[src/common/wirePanelPkg.sv]
/*
 * Shared geometry, pixel types and palettes of the wire panel display.
 * Every RTL block of the panel pipeline imports it.
 */
package wirePanelPkg;

    // screen layout in pixels
    localparam int MAX_WIRES       = 6;
    localparam int SCREEN_WIDTH    = 240;
    localparam int MARGIN          = 40;
    localparam int SPACE           = 20;     // empty columns between two wires
    localparam int WIRE_LENGTH     = 10;     // horizontal width of one wire
    localparam int WIRE_HEIGHT     = 120;
    localparam int WIRE_CUT_HEIGHT = 40;     // solid part kept at each end of a cut wire
    localparam int BAND_HEIGHT     = 20;
    localparam int HIGHLIGHT       = 3;      // frame width on each side of the selected wire

    // derived bounds, every one of them is compared strictly
    localparam int SLOT_PITCH  = WIRE_LENGTH + SPACE;
    localparam int BAND_TOP    = MARGIN;
    localparam int WIRE_TOP    = MARGIN + BAND_HEIGHT;
    localparam int WIRE_BOTTOM = WIRE_TOP + WIRE_HEIGHT;
    localparam int GAP_TOP     = WIRE_TOP + WIRE_CUT_HEIGHT;
    localparam int GAP_BOTTOM  = WIRE_BOTTOM - WIRE_CUT_HEIGHT;

    typedef struct packed {
        logic [8:0] x;
        logic [7:0] y;
    } pixelPos_t;

    typedef struct packed {
        logic [2:0]                wireCount;     // wires present, slots 0 up to this count
        logic [MAX_WIRES-1:0]      wireCut;       // one bit per slot
        logic [2:0]                selectedWire;
        logic [MAX_WIRES-1:0][2:0] wireColor;     // palette index of each slot
    } wireState_t;

    typedef struct packed {
        logic [MAX_WIRES-1:0] wireHit;            // at most one bit is set, slots never overlap
        logic                 highlight;
    } wireLayer_t;

    typedef struct packed {
        logic       bandHit;
        logic [2:0] bandColor;
        logic       bandDim;                      // band of a cut wire
    } bandLayer_t;

    typedef struct packed {
        logic [3:0] red;
        logic [3:0] green;
        logic [3:0] blue;
    } rgb12_t;

    // red, green, blue, yellow, cyan, magenta, orange, pink
    localparam rgb12_t PALETTE [8] = '{
        12'hF00, 12'h0F0, 12'h00F, 12'hFF0, 12'h0FF, 12'hF0F, 12'hF80, 12'hF8C
    };

    // each channel of PALETTE halved
    localparam rgb12_t DIM_PALETTE [8] = '{
        12'h700, 12'h070, 12'h007, 12'h770, 12'h077, 12'h707, 12'h740, 12'h746
    };

    localparam rgb12_t HIGHLIGHT_COLOR  = 12'hFFF;
    localparam rgb12_t BACKGROUND_COLOR = 12'h222;

    // x strictly inside the slot's column range, widened by widen on both sides
    function automatic logic inSlotX(input logic [8:0] x, input int slot, input int widen);
        int right;
        int left;
        right = SCREEN_WIDTH - (MARGIN + slot * SLOT_PITCH);
        left  = right - WIRE_LENGTH;
        return (int'(x) > left - widen) && (int'(x) < right + widen);
    endfunction

    // y strictly between top and bottom
    function automatic logic inRows(input logic [7:0] y, input int top, input int bottom);
        return (int'(y) > top) && (int'(y) < bottom);
    endfunction

endpackage

[src/bandRender/bandRender.sv]
/*
 * Label band renderer: finds the present wire whose colour band covers the pixel
 * and reports its palette index and dimming. One registered stage.
 */
`timescale 1ns/1ps

module bandRender #(
    parameter int numWires = 6
) (
    input  logic                     clk,
    input  logic                     nrst,
    input  wirePanelPkg::pixelPos_t  pos,
    input  wirePanelPkg::wireState_t state,
    output wirePanelPkg::bandLayer_t bandLayer
);
    import wirePanelPkg::*;

    logic       inBandRows;
    bandLayer_t bandNext;

    assign inBandRows = inRows(pos.y, BAND_TOP, WIRE_TOP);  // band sits right above the wires

    always_comb begin
        bandNext = '0;
        if (inBandRows) begin
            // bands share the wire columns, so one slot matches at most
            for (int i = 0; i < numWires; i++) begin
                if (i < int'(state.wireCount) && inSlotX(pos.x, i, 0)) begin
                    bandNext.bandHit   = 1'b1;
                    bandNext.bandColor = state.wireColor[i];
                    bandNext.bandDim   = state.wireCut[i];   // a cut wire gets a dim label
                end
            end
        end
    end

    always_ff @(posedge clk) begin
        if (!nrst) begin
            bandLayer <= '0;
        end else begin
            bandLayer <= bandNext;
        end
    end

endmodule

[src/hdl/pixelCompose.sv]
/*
 * Final colour stage: merges the wire and band layers by priority and looks the
 * result up in the palettes. Registered, one cycle.
 */
`timescale 1ns/1ps

module pixelCompose #(
    parameter int numWires = 6
) (
    input  logic                                        clk,
    input  logic                                        nrst,
    input  wirePanelPkg::wireLayer_t                    wireLayer,
    input  wirePanelPkg::bandLayer_t                    bandLayer,
    input  logic [wirePanelPkg::MAX_WIRES-1:0][2:0]     wireColor,
    output wirePanelPkg::rgb12_t                        pixel
);
    import wirePanelPkg::*;

    logic       anyWire;
    logic [2:0] wireIdx;
    rgb12_t     bandRgb;
    rgb12_t     pixelNext;

    assign anyWire = |wireLayer.wireHit;

    // the renderer sets at most one hit bit, so the last match is the only one
    always_comb begin
        wireIdx = '0;
        for (int i = 0; i < numWires; i++) begin
            if (wireLayer.wireHit[i]) begin
                wireIdx = wireColor[i];
            end
        end
    end

    assign bandRgb = bandLayer.bandDim ? DIM_PALETTE[bandLayer.bandColor]
                                       : PALETTE[bandLayer.bandColor];

    // wire over highlight over band over background
    always_comb begin
        if (anyWire) begin
            pixelNext = PALETTE[wireIdx];
        end else if (wireLayer.highlight) begin
            pixelNext = HIGHLIGHT_COLOR;
        end else if (bandLayer.bandHit) begin
            pixelNext = bandRgb;
        end else begin
            pixelNext = BACKGROUND_COLOR;
        end
    end

    always_ff @(posedge clk) begin
        if (!nrst) begin
            pixel <= '0;     // black until the pipeline runs
        end else begin
            pixel <= pixelNext;
        end
    end

endmodule

[src/hdl/wirePanel.sv]
/*
 * Top level of the wire panel display. Takes one pixel coordinate and game state per
 * clock and returns its 12-bit colour three registers later.
 */
`timescale 1ns/1ps

module wirePanel #(
    parameter int numWires   = wirePanelPkg::MAX_WIRES,
    parameter int frameWidth = wirePanelPkg::HIGHLIGHT
) (
    input  logic                     clk,
    input  logic                     nrst,
    input  wirePanelPkg::pixelPos_t  pos,
    input  wirePanelPkg::wireState_t state,
    output wirePanelPkg::rgb12_t     pixel
);
    import wirePanelPkg::*;

    pixelPos_t                 posQ;
    wireState_t                stateQ;
    logic [MAX_WIRES-1:0][2:0] colorQ;      // wire colours lined up with the layer stage
    wireLayer_t                wireLayer;
    bandLayer_t                bandLayer;

    // input stage, then the colour copy trails it by one cycle
    always_ff @(posedge clk) begin
        posQ   <= pos;
        stateQ <= state;
        colorQ <= stateQ.wireColor;
    end

    wireRender #(
        .numWires   (numWires),
        .frameWidth (frameWidth)
    ) wireRender_i (
        .clk       (clk),
        .nrst      (nrst),
        .pos       (posQ),
        .state     (stateQ),
        .wireLayer (wireLayer)
    );

    bandRender #(
        .numWires (numWires)
    ) bandRender_i (
        .clk       (clk),
        .nrst      (nrst),
        .pos       (posQ),
        .state     (stateQ),
        .bandLayer (bandLayer)
    );

    pixelCompose #(
        .numWires (numWires)
    ) pixelCompose_i (
        .clk       (clk),
        .nrst      (nrst),
        .wireLayer (wireLayer),
        .bandLayer (bandLayer),
        .wireColor (colorQ),
        .pixel     (pixel)
    );

endmodule

[src/wireRender/wireRender.sv]
/*
 * Wire layer renderer: flags the wire slot under the current pixel, with cut gaps,
 * and the highlight frame around the selected wire. One registered stage.
 */
`timescale 1ns/1ps

module wireRender #(
    parameter int numWires   = 6,
    parameter int frameWidth = 3
) (
    input  logic                     clk,
    input  logic                     nrst,
    input  wirePanelPkg::pixelPos_t  pos,
    input  wirePanelPkg::wireState_t state,
    output wirePanelPkg::wireLayer_t wireLayer
);
    import wirePanelPkg::*;

    logic                 inWireRows;
    logic                 inGapRows;
    logic                 selPresent;
    logic                 inFrame;
    logic [MAX_WIRES-1:0] hitNext;
    logic                 highlightNext;

    // row tests are shared by all slots
    assign inWireRows = inRows(pos.y, WIRE_TOP, WIRE_BOTTOM);
    assign inGapRows  = inRows(pos.y, GAP_TOP, GAP_BOTTOM);

    always_comb begin
        hitNext = '0;
        for (int i = 0; i < numWires; i++) begin
            // slots at or above wireCount stay empty
            if (i < int'(state.wireCount) && inWireRows && inSlotX(pos.x, i, 0)) begin
                hitNext[i] = !(state.wireCut[i] && inGapRows);  // cut wires lose the middle
            end
        end
    end

    // the frame needs a wire actually present in the selected slot
    assign selPresent = state.selectedWire < state.wireCount;

    // widened rectangle of the selected slot over the wire rows
    assign inFrame = inWireRows && inSlotX(pos.x, int'(state.selectedWire), frameWidth);

    // the frame only shows where no wire pixel is drawn, the gap of a cut wire included
    assign highlightNext = selPresent && inFrame && !(|hitNext);

    always_ff @(posedge clk) begin
        if (!nrst) begin
            wireLayer <= '0;
        end else begin
            wireLayer.wireHit   <= hitNext;
            wireLayer.highlight <= highlightNext;
        end
    end

endmodule
[config.mk]
export PLATFORM = sky130hd
export DESIGN_NAME = wirePanel
export DESIGN_NICKNAME = d
export VERILOG_FILES = /design/src/common/wirePanelPkg.sv /design/src/bandRender/bandRender.sv /design/src/hdl/pixelCompose.sv /design/src/hdl/wirePanel.sv /design/src/wireRender/wireRender.sv
export SDC_FILE = /design/constraint.sdc
export NUM_CORES = 1
export LEC_CHECK = 0
export ABC_CLOCK_PERIOD_IN_PS = 4100
export BUFFER_PORTS_ARGS = -buffer_cell sky130_fd_sc_hd__buf_2
export CAP_MARGIN = 10
export CORE_MARGIN = 3
export CORE_UTILIZATION = 51
export DETAILED_ROUTE_END_ITERATION = 8
export PLACE_DENSITY = 0.84
export SYNTH_ARGS = -nofsm -noshare
export SYNTH_HDL_FRONTEND = slang
export SYNTH_SLANG_ARGS = --single-unit
[constraint.sdc]
create_clock -name clk -period 4.1 [get_ports clk]
set_clock_uncertainty 0.1 [all_clocks]
set_input_delay 0.205 -clock clk [delete_from_list [all_inputs] [get_ports clk]]
set_output_delay 0.205 -clock clk [all_outputs]
set_load 0.05 [all_outputs]
==> results.json, run 1 <==
{
  "synth-async-reset-ratio": 0,
  "hpwlAfterDp_um": 7210,
  "dieArea_um2": 9160,
  "ys_ff_latch": 88,
  "critPathSlowestCell": "fa_1",
  "cts-root-buf": "clkbuf_8",
  "p_int_w": 0.00150,
  "hold_violations": 0,
  "yosys_warnings": 0,
  "path_delay_family": "adder cells",
  "ios": 61,
  "drt-wirelength-per-cell_um": 16.0,
  "status": "finished clean",
  "cts_buffers": 9,
  "holdCritPathClass": "in2reg",
  "antenna_left": 0,
  "leakagePower_nw": 2.30,
  "via_per_inst": 5.61,
  "worstSetupPathType": "reg2reg",
  "synth_top_family_by_area": "compound AO/OA/AOI/OAI gates",
  "yosys-mux-area-fraction": 0.0122,
  "min_period_ps": 4040,
  "first_pass_iters": 6,
  "grt_overflow_total": 0,
  "worstSkewPairLatency_ps": 360,
  "grt_pass1_wl_um": 16600,
  "end_kind": "flop",
  "maxCapViolations": 0,
  "slowest_delay_ps": 520,
  "place_inst": 589,
  "syn_area_per_cell_um2": 9.61,
  "synth-simple-area-share": 0.159,
  "globalplace.congestion": 0.919,
  "min_period_over_period": 0.984,
  "netlist_instances": 427,
  "cts_tree": "yes",
  "rows": 32,
  "antenna_found_initial": 0,
  "drive_above_1_share": 0.216,
  "synth_top_cell_area_share": 0.429,
  "grt_max_degree": 17,
  "synthFlopType": "dfxtp_1",
  "synth_fa_ha_area_frac": 0.118,
  "synthesis.area_um2": 4100,
  "synthTopCellsByArea": "dfxtp_1 43%, ha_1 10%, a21oi_1 3.2%, nand2_1 3.1%, o21ai_0 2.9%",
  "grt_setup_unrepaired": "true",
  "numClockSinks": 88,
  "vias": 3663,
  "grt_pass1_vias": 3606,
  "setup_viol": 0,
  "vdd_drop_max_mv": 0.240,
  "swShare": 0.312,
  "finalMaxSlewViolations": 0,
  "cts.clk_slew.worst_paths_ps": 90,
  "pwr-share-clk": 0.281,
  "timing.fmax_mhz": 248,
  "stdcell_count": 653,
  "synth.distinct_cells": 67,
  "slew_headroom": 0.363,
  "layout_commonest_cell": "dfxtp_1",
  "drc_errors": 0,
  "nNetsFinal": 632,
  "critical_path.cell_chain": "fa_1, ha_2, fa_2, xor2_2, and3_1, or2_4, nor2_1, nand2_1, xnor2_1, ha_1, and4_4, a211oi_2, a311oi_1, nand3_1, a21oi_2, o2111a_1",
  "syn_to_final_growth_pct": 30.6,
  "synth_area_leader_cell": "dfxtp_1",
  "critical_path_peak_fanout": 5,
  "power_frac_seq": 0.424,
  "die-width_um": 95.7,
  "synth-xor-area-share": 0.0506,
  "initial_utilization": 0.528,
  "synth_compound_area_frac": 0.187,
  "cp.required_ps": 4300,
  "layout_common_cells": "86 x dfxtp_1, 60 x buf_2, 47 x dlygate4sd3_1",
  "seq_area_frac_synth": 0.429,
  "htreeDepth": 3,
  "drt-total-wl_um": 10400,
  "final_util": 0.690,
  "core_um2": 7770,
  "detail_route.iter0.violations": 137,
  "port_buffers": 60,
  "clock_path_buffers": 2,
  "critPathArrivalTime_ps": 4240,
  "power_switching_w": 0.000682,
  "diodes": 0,
  "critPathLaunchType": "flop",
  "tightest_slew_ps": 949,
  "comb_power_share": 0.295,
  "syn_nets": 513,
  "critPathBufInv": 0,
  "grt_use_total": 0.236,
  "power.density_nw_per_um2": 408,
  "synth_edf_count": 0,
  "die_y_um": 95.7
}
==> path summary, 6_finish.rpt <==
kind / slack [ps] / from / cells after the start / end
worst max-delay path: 60 / stateQ[19] / 16 / wireRender_i.wireLayer[0]
worst max register to register: 60 / stateQ[19] / 16 / wireRender_i.wireLayer[0]
worst min register to register: 260 / stateQ[6] / 0 / colorQ[6]
worst min-delay path: 50 / nrst / 3 / pixelCompose_i.pixel[1]
==> through the flow <==
stage               power (W)  hold WS [ps]  setup TNS, ps  cell area (um2)  worst slack, ps
floorplan             0.00134           133              0             4110             8.36
global placement      0.00146           207              0             4560             85.9
detailed placement    0.00148           209          -23.5             4560            -23.5
CTS                   0.00215          39.3              0             5290            0.833
global route          0.00231          61.6          -99.7             5360            -99.7
finish                0.00219          48.5              0             5360             64.9
==> sequential cells by signal (all words and copies together), names as in the netlist <==
signal,flops
wireRender_i.wireLayer,7
posQ,17
pixelCompose_i.pixel,11
stateQ,30
colorQ,18
bandRender_i.bandLayer,5
==> logic make-up after synthesis <==
family                   count (synthesis)
AND/OR/NAND/NOR                        125
AO/OA/AOI/OAI                          112
XOR/XNOR                                19
buffers and inverters                   41
adder cells (fa/ha/maj)                 37
flip-flops                              88
multiplexers                             5
==> tightest hold or removal path, delay by kind of cell <==
kind            cells  cell delay, ps
simple gates        1              40
buf+inv             1             150
compound gates      1              90
==> synth_stat cells (6+ instances only) <==
library cell   n
nand2_1       34
a31oi_1        7
inv_1         27
a211oi_1       7
a222oi_1       6
dfxtp_1       88
xnor2_1       10
xor2_1         6
a21oi_1       26
nor2b_1       10
nor3_1         9
nor2_1        30
o21ai_0       24
nand3_1        8
ha_1          34
clkbuf_1       8
==> metal layers <==
layer  routed length (um)  track usage
met3                  462       0.0563
met5                    0            0
met2                 5550        0.434
met1                 4150        0.259
met4                  262       0.0924
==> timing repair <==
item	in CTS	in global routing
hold endpoints to repair	47	0
setup buffers	1	0
hold buffers	47	0
setup endpoints to repair	1	1
gates resized for setup	9	12
pin swaps	4	20
==> power groups by stage <==
stage               Sequential, W  Combinational, W  Clock (W)
floorplan                0.000955          0.000380          0
global placement         0.000944          0.000519          0
detailed placement       0.000946          0.000530          0
CTS                      0.000926          0.000596   0.000633
global route             0.000932          0.000713   0.000668
finish                   0.000927          0.000644   0.000614
==> area by class of cell <==
| class | instances | area [um2] |
|---|---|---|
| multi-input combinational | 298 | 2270 |
| fill | 629 | 2410 |
| clock buffer | 10 | 128 |
| clock inverter | 6 | 80.1 |
| inverter | 27 | 101 |
| timing repair buffer | 122 | 887 |
| sequential | 88 | 1760 |
| tap | 102 | 128 |
Power figures use the tool's default switching activity.
==> run 2: changes to the inputs <==
--- a/config.mk
+++ b/config.mk
@@ -9,9 +9,10 @@
 export BUFFER_PORTS_ARGS = -buffer_cell sky130_fd_sc_hd__buf_2
 export CAP_MARGIN = 10
 export CORE_MARGIN = 3
-export CORE_UTILIZATION = 51
+export CORE_UTILIZATION = 53
+export CTS_BUF_LIST = sky130_fd_sc_hd__clkbuf_4 sky130_fd_sc_hd__clkbuf_8
 export DETAILED_ROUTE_END_ITERATION = 8
-export PLACE_DENSITY = 0.84
+export PLACE_DENSITY = 0.87
 export SYNTH_ARGS = -nofsm -noshare
 export SYNTH_HDL_FRONTEND = slang
 export SYNTH_SLANG_ARGS = --single-unit
==> run 2 against run 1 <==
Worst setup slack improved by 7.5 ps. Count of clock-buffer cells in the layout decreased by 1. Critical endpoint unchanged. Critical path type unchanged. Clock power increased by 3%. Sequential power about the same.
==> results.json, run 2 (synthesized netlist as in run 1, its figures left out) <==
{
  "status": "finished clean",
  "cts_tree": "yes",
  "dieArea_um2": 8830,
  "largestRegisters": "stateQ x30, colorQ x18, posQ x17",
  "cp.required_ps": 4310,
  "multi_input_area_um2": 2260,
  "path_delay_family": "adder cells",
  "dp_slack_ps": 31.1,
  "worstSetupPathType": "reg2reg",
  "end_kind": "flop",
  "register_area_um2": 1760,
  "layout_commonest_cell": "dfxtp_1",
  "nNetsFinal": 637,
  "layout_common_cells": "86 x dfxtp_1, 60 x buf_2, 47 x dlygate4sd3_1",
  "finalMaxSlewViolations": 0,
  "critPathLaunchType": "flop",
  "cts-root-buf": "clkbuf_8",
  "grt_setup_unrepaired": "true",
  "p_total_w": 0.00220,
  "setup_viol": 0,
  "critPathArrivalTime_ps": 4240,
  "drive_above_1_share": 0.223,
  "drt-wirelength-per-cell_um": 15.7,
  "die_y_um": 94.0,
  "diodes": 0,
  "stdcell_area_um2": 5380,
  "dpl-instance-area_um2": 4560,
  "grt_max_degree": 18,
  "tightest_slew_ps": 868,
  "vias": 3637,
  "port_buffers": 60,
  "holdCritPathClass": "in2reg",
  "via_per_inst": 5.55,
  "largest_register_ffs": 30,
  "grt_overflow_total": 0,
  "antenna_left": 0,
  "syn_to_final_growth_pct": 31.1,
  "regMostFlops": "stateQ",
  "maxCapViolations": 0,
  "grt_pass1_wl_um": 16700,
  "cts.clk_slew.worst_paths_ps": 90,
  "place_inst": 586,
  "first_pass_iters": 6,
  "numClockSinks": 88,
  "nFillCells": 521,
  "hpwlAfterDp_um": 7040,
  "rows": 31,
  "ios": 61,
  "drc_errors": 0,
  "fin_hold_ws_ps": 47.7,
  "detail_route.iter0.violations": 181,
  "cts_buffers": 9,
  "critPathBufInv": 1,
  "leakagePower_nw": 2.33,
  "clock_path_buffers": 2,
  "power.density_nw_per_um2": 409,
  "hold_violations": 0,
  "grt_pass1_vias": 3533,
  "slew_headroom": 0.417,
  "worstSkewPairLatency_ps": 370,
  "min_period_ps": 4030,
  "critPathSlowestCell": "fa_1",
  "timing.fmax_mhz": 248,
  "grt_use_total": 0.241,
  "core_um2": 7370,
  "critical_path.cell_chain": "fa_1, ha_2, fa_2, a21o_1, a21oi_2, inv_1, ha_1, o41ai_4, a31oi_1, ha_1, and3_1, nand4_1, o21ai_1, a311oi_1, nand3_1, a21oi_2, o2111a_1",
  "htreeDepth": 3,
  "globalplace.congestion": 0.897,
  "min_period_over_period": 0.982,
  "initial_utilization": 0.557,
  "drt-total-wl_um": 10300,
  "die-width_um": 94.0,
  "vdd_drop_max_mv": 0.246,
  "stdcell_count": 655,
  "final.setup.worst_slack_ps": 72.4,
  "critical_path_peak_fanout": 3,
  "slowest_delay_ps": 520,
  "antenna_found_initial": 0
}
run 2: what timing repair did:
action,in CTS,in global routing
setup buffers,0,6
pin swaps,0,18
hold buffers,47,0
cloned,0,0
resized for setup,1,18
setup endpoints to repair,1,1
hold endpoints to repair,47,0
run 2: final timing paths:
| path | cells after the start | to | slack, ps | start |
|---|---|---|---|---|
| setup / recovery | 17 | wireRender_i.wireLayer[0] | 70 | stateQ[19] |
| hold / removal | 3 | pixelCompose_i.pixel[1] | 50 | nrst |
| setup reg to reg | 17 | wireRender_i.wireLayer[0] | 70 | stateQ[19] |
| hold reg to reg | 0 | colorQ[2] | 260 | stateQ[2] |
run 2: power breakdown:
group	switching (W)	leakage (nW)	internal, W	total (W)
Clock	0.000335	0.103	0.000294	0.000630
Combinational	0.000322	1.50	0.000324	0.000646
Sequential	0.0000307	0.735	0.000895	0.000926
Total	0.000688	2.33	0.00151	0.00220
run 2: worst reg2reg max path: cells and delay by family (launching register included):
kind                       cells  cell delay, ps
adders and majority gates      5            1760
buffers and inverters          1              80
and+or+nand+nor                3             380
AOI/OAI and AO/OA              8            1310
DFF                            1             340
run 2: area by class of cell:
class	count	area share
tap	99	0.0230
multi-input combinational	298	0.419
clock inverter	7	0.0156
timing repair buffer	127	0.172
inverter	27	0.0188
clock buffer	9	0.0230
sequential	88	0.328
run 2: routing by layer:
metal | routed length [um] | vias to the layer above | GRT usage
li1 | - | 1777 | -
met1 | 4080 | 1711 | 0.283
met2 | 5460 | 127 | 0.434
met3 | 530 | 22 | 0.0561
met4 | 194 | 0 | 0.0698
met5 | 0 | - | 0
run 2: stage by stage:
| step | setup TNS (ps) | util |
|---|---|---|
| final | 0 | 0.730 |
| after global routing | -136 | 0.730 |
| after CTS | 0 | 0.711 |
| after detailed placement | 0 | 0.619 |
| after global placement | 0 | 0.619 |
| after floorplan | 0 | - |
==> run 3: changes to the inputs <==
--- a/config.mk
+++ b/config.mk
@@ -11,6 +11,7 @@
 export CORE_MARGIN = 3
 export CORE_UTILIZATION = 53
 export CTS_BUF_LIST = sky130_fd_sc_hd__clkbuf_4 sky130_fd_sc_hd__clkbuf_8
+export CTS_CLUSTER_SIZE = 14
 export DETAILED_ROUTE_END_ITERATION = 8
 export PLACE_DENSITY = 0.87
 export SYNTH_ARGS = -nofsm -noshare
==> constraint.sdc (replaced) <==
create_clock -name clk -period 4.1 [get_ports clk]
set_clock_uncertainty 0.1 [all_clocks]
set_input_delay 0.615 -clock clk [delete_from_list [all_inputs] [get_ports clk]]
set_output_delay 0.615 -clock clk [all_outputs]
set_load 0.05 [all_outputs]
==> run 3 against run 2 <==
Final cell count decreased by 7.2%. Worst hold slack improved by 200 ps. Non-clock buffer count shrank 47. Die area is the same. First-iteration DRC count fell by 12%. Combinational power shrank 5.9%. Largest cell class unchanged.
==> results.json, run 3 (synthesized netlist as in run 1, its figures left out) <==
{
  "grt_pass1_wl_um": 15200,
  "largest_register_ffs": 30,
  "slew_headroom": 0.418,
  "leakagePower_nw": 2.14,
  "grt_overflow_total": 0,
  "maxCapViolations": 0,
  "dpl-instance-area_um2": 4560,
  "vias": 3427,
  "min_path_cells": 1,
  "status": "finished clean",
  "swShare": 0.313,
  "min_period_over_period": 0.980,
  "die-width_um": 94.0,
  "slowest_delay_ps": 520,
  "antenna_left": 0,
  "grt_use_total": 0.220,
  "critPathLaunchType": "flop",
  "rr_worst_depth": 17,
  "drive_above_1_share": 0.244,
  "end_kind": "flop",
  "port_buffers": 60,
  "initial_utilization": 0.557,
  "postCtsHoldBufs": 0,
  "critPathBufInv": 1,
  "critical_path.cell_chain": "fa_1, ha_2, fa_2, a21o_1, a21oi_2, inv_1, ha_1, o41ai_4, a31oi_1, ha_1, and3_1, nand4_1, o21ai_1, a311oi_1, nand3_1, a21oi_2, o2111a_1",
  "drc_errors": 0,
  "critical_path_peak_fanout": 3,
  "diodes": 0,
  "holdCritPathClass": "in2reg",
  "cts_buffers": 9,
  "critPathSlowestCell": "fa_1",
  "finalMaxSlewViolations": 0,
  "nNetsFinal": 590,
  "grt_max_degree": 18,
  "stdcell_area_um2": 4910,
  "globalplace.congestion": 0.897,
  "numClockSinks": 88,
  "holdCritStartpoint": "pos[14]",
  "timing.rr.end": "wireRender_i.wireLayer[0]",
  "htreeDepth": 3,
  "via_per_inst": 5.64,
  "ios": 61,
  "power_switching_w": 0.000675,
  "antenna_found_initial": 0,
  "first_pass_iters": 5,
  "clock_path_buffers": 2,
  "worstSkewPairLatency_ps": 360,
  "dieArea_um2": 8830,
  "grt_pass1_vias": 3263,
  "whs_endpoint": "posQ[14]",
  "comb_power_share": 0.282,
  "regMostFlops": "stateQ",
  "pwr-share-clk": 0.290,
  "place_inst": 586,
  "reg2reg_from": "stateQ[19]",
  "hold_violations": 0,
  "timing.fmax_mhz": 249,
  "cts-root-buf": "clkbuf_8",
  "min_period_ps": 4020,
  "drt-total-wl_um": 9400,
  "vdd_drop_max_mv": 0.242,
  "power_frac_seq": 0.429,
  "die_y_um": 94.0,
  "largestRegisters": "stateQ x30, colorQ x18, posQ x17",
  "layout_common_cells": "86 x dfxtp_1, 60 x buf_2, 34 x nand2_1",
  "power.density_nw_per_um2": 440,
  "critPathArrivalTime_ps": 4230,
  "detail_route.iter0.violations": 159,
  "tightest_slew_ps": 867,
  "path_delay_family": "adder cells",
  "layout_commonest_cell": "dfxtp_1",
  "p_int_w": 0.00148,
  "cp.required_ps": 4310,
  "rows": 31,
  "cts.clk_slew.worst_paths_ps": 90,
  "grt_setup_unrepaired": "true",
  "ff2ff_setup_slack_ps": 80,
  "drt-wirelength-per-cell_um": 15.5,
  "stdcell_count": 608,
  "cts_tree": "yes",
  "syn_to_final_growth_pct": 19.6,
  "hpwlAfterDp_um": 7040,
  "setup_viol": 0,
  "core_um2": 7370,
  "worstSetupPathType": "reg2reg"
}
==> run 3: through the flow <==
stage,util,hold WS [ps],setup WS (ps),TNS (ps),total power [W]
final,0.666,244,82.9,0,0.00216
after floorplan,-,230,8.36,0,0.00134
after detailed placement,0.619,238,31.1,0,0.00147
after global placement,0.619,237,102,0,0.00146
after CTS,0.647,234,17.1,0,0.00209
after global routing,0.666,227,-136,-136,0.00227
==> run 3: worst max-delay path by stage <==
stage | startpoint | end | slack [ps] | cells past startpoint
global route | stateQ[19] | wireRender_i.wireLayer[0] | -140 | 17
CTS | stateQ[18] | wireRender_i.wireLayer[0] | 20 | 18
global placement | stateQ[18] | wireRender_i.wireLayer[0] | 100 | 17
finish | stateQ[19] | wireRender_i.wireLayer[0] | 80 | 17
floorplan | stateQ[18] | wireRender_i.wireLayer[0] | 8 | 17
detailed placement | stateQ[18] | wireRender_i.wireLayer[0] | 30 | 16
==> run 3: cell type report <==
cell class / count / area (um2)
well taps: 99 / 124
fillers: 585 / 2460
repair buffers: 80 / 454
inverters: 27 / 101
flip-flops and latches: 88 / 1760
multi-input cells: 298 / 2260
clock inverters: 7 / 83.8
clock buffers: 9 / 124
==> run 3: worst register-to-register path, delay by kind of cell (launching register included) <==
family,cells,cell delay [ps]
adder cells (fa/ha/maj),5,1770
AO/OA/AOI/OAI,8,1310
AND/OR/NAND/NOR,3,370
flip-flops,1,340
buffers and inverters,1,90
==> run 3: power groups by stage <==
stage               sequential (W)  combinational, W  clock (W)
floorplan                 0.000955          0.000380          0
global placement          0.000944          0.000515          0
detailed placement        0.000945          0.000530          0
CTS                       0.000925          0.000535   0.000634
global route              0.000931          0.000669   0.000672
finish                    0.000925          0.000608   0.000626
==> run 3: timing repair <==
| item | CTS | global route |
|---|---|---|
| endpoints found under the hold margin | 0 | 0 |
| endpoints found under the setup margin | 1 | 1 |
| resized for setup | 1 | 18 |
| setup buffers | 0 | 6 |
| pin swaps | 0 | 18 |
==> run 3: metal layers <==
layer / part of all wire / GRT usage / wire, um / vias up
met3: 0.050 / 0.0585 / 474 / 16
met2: 0.52 / 0.387 / 4930 / 109
met1: 0.41 / 0.261 / 3840 / 1620
met5: 0 / 0 / 0 / -
met4: 0.016 / 0.0686 / 151 / 0
li1: - / - / - / 1682
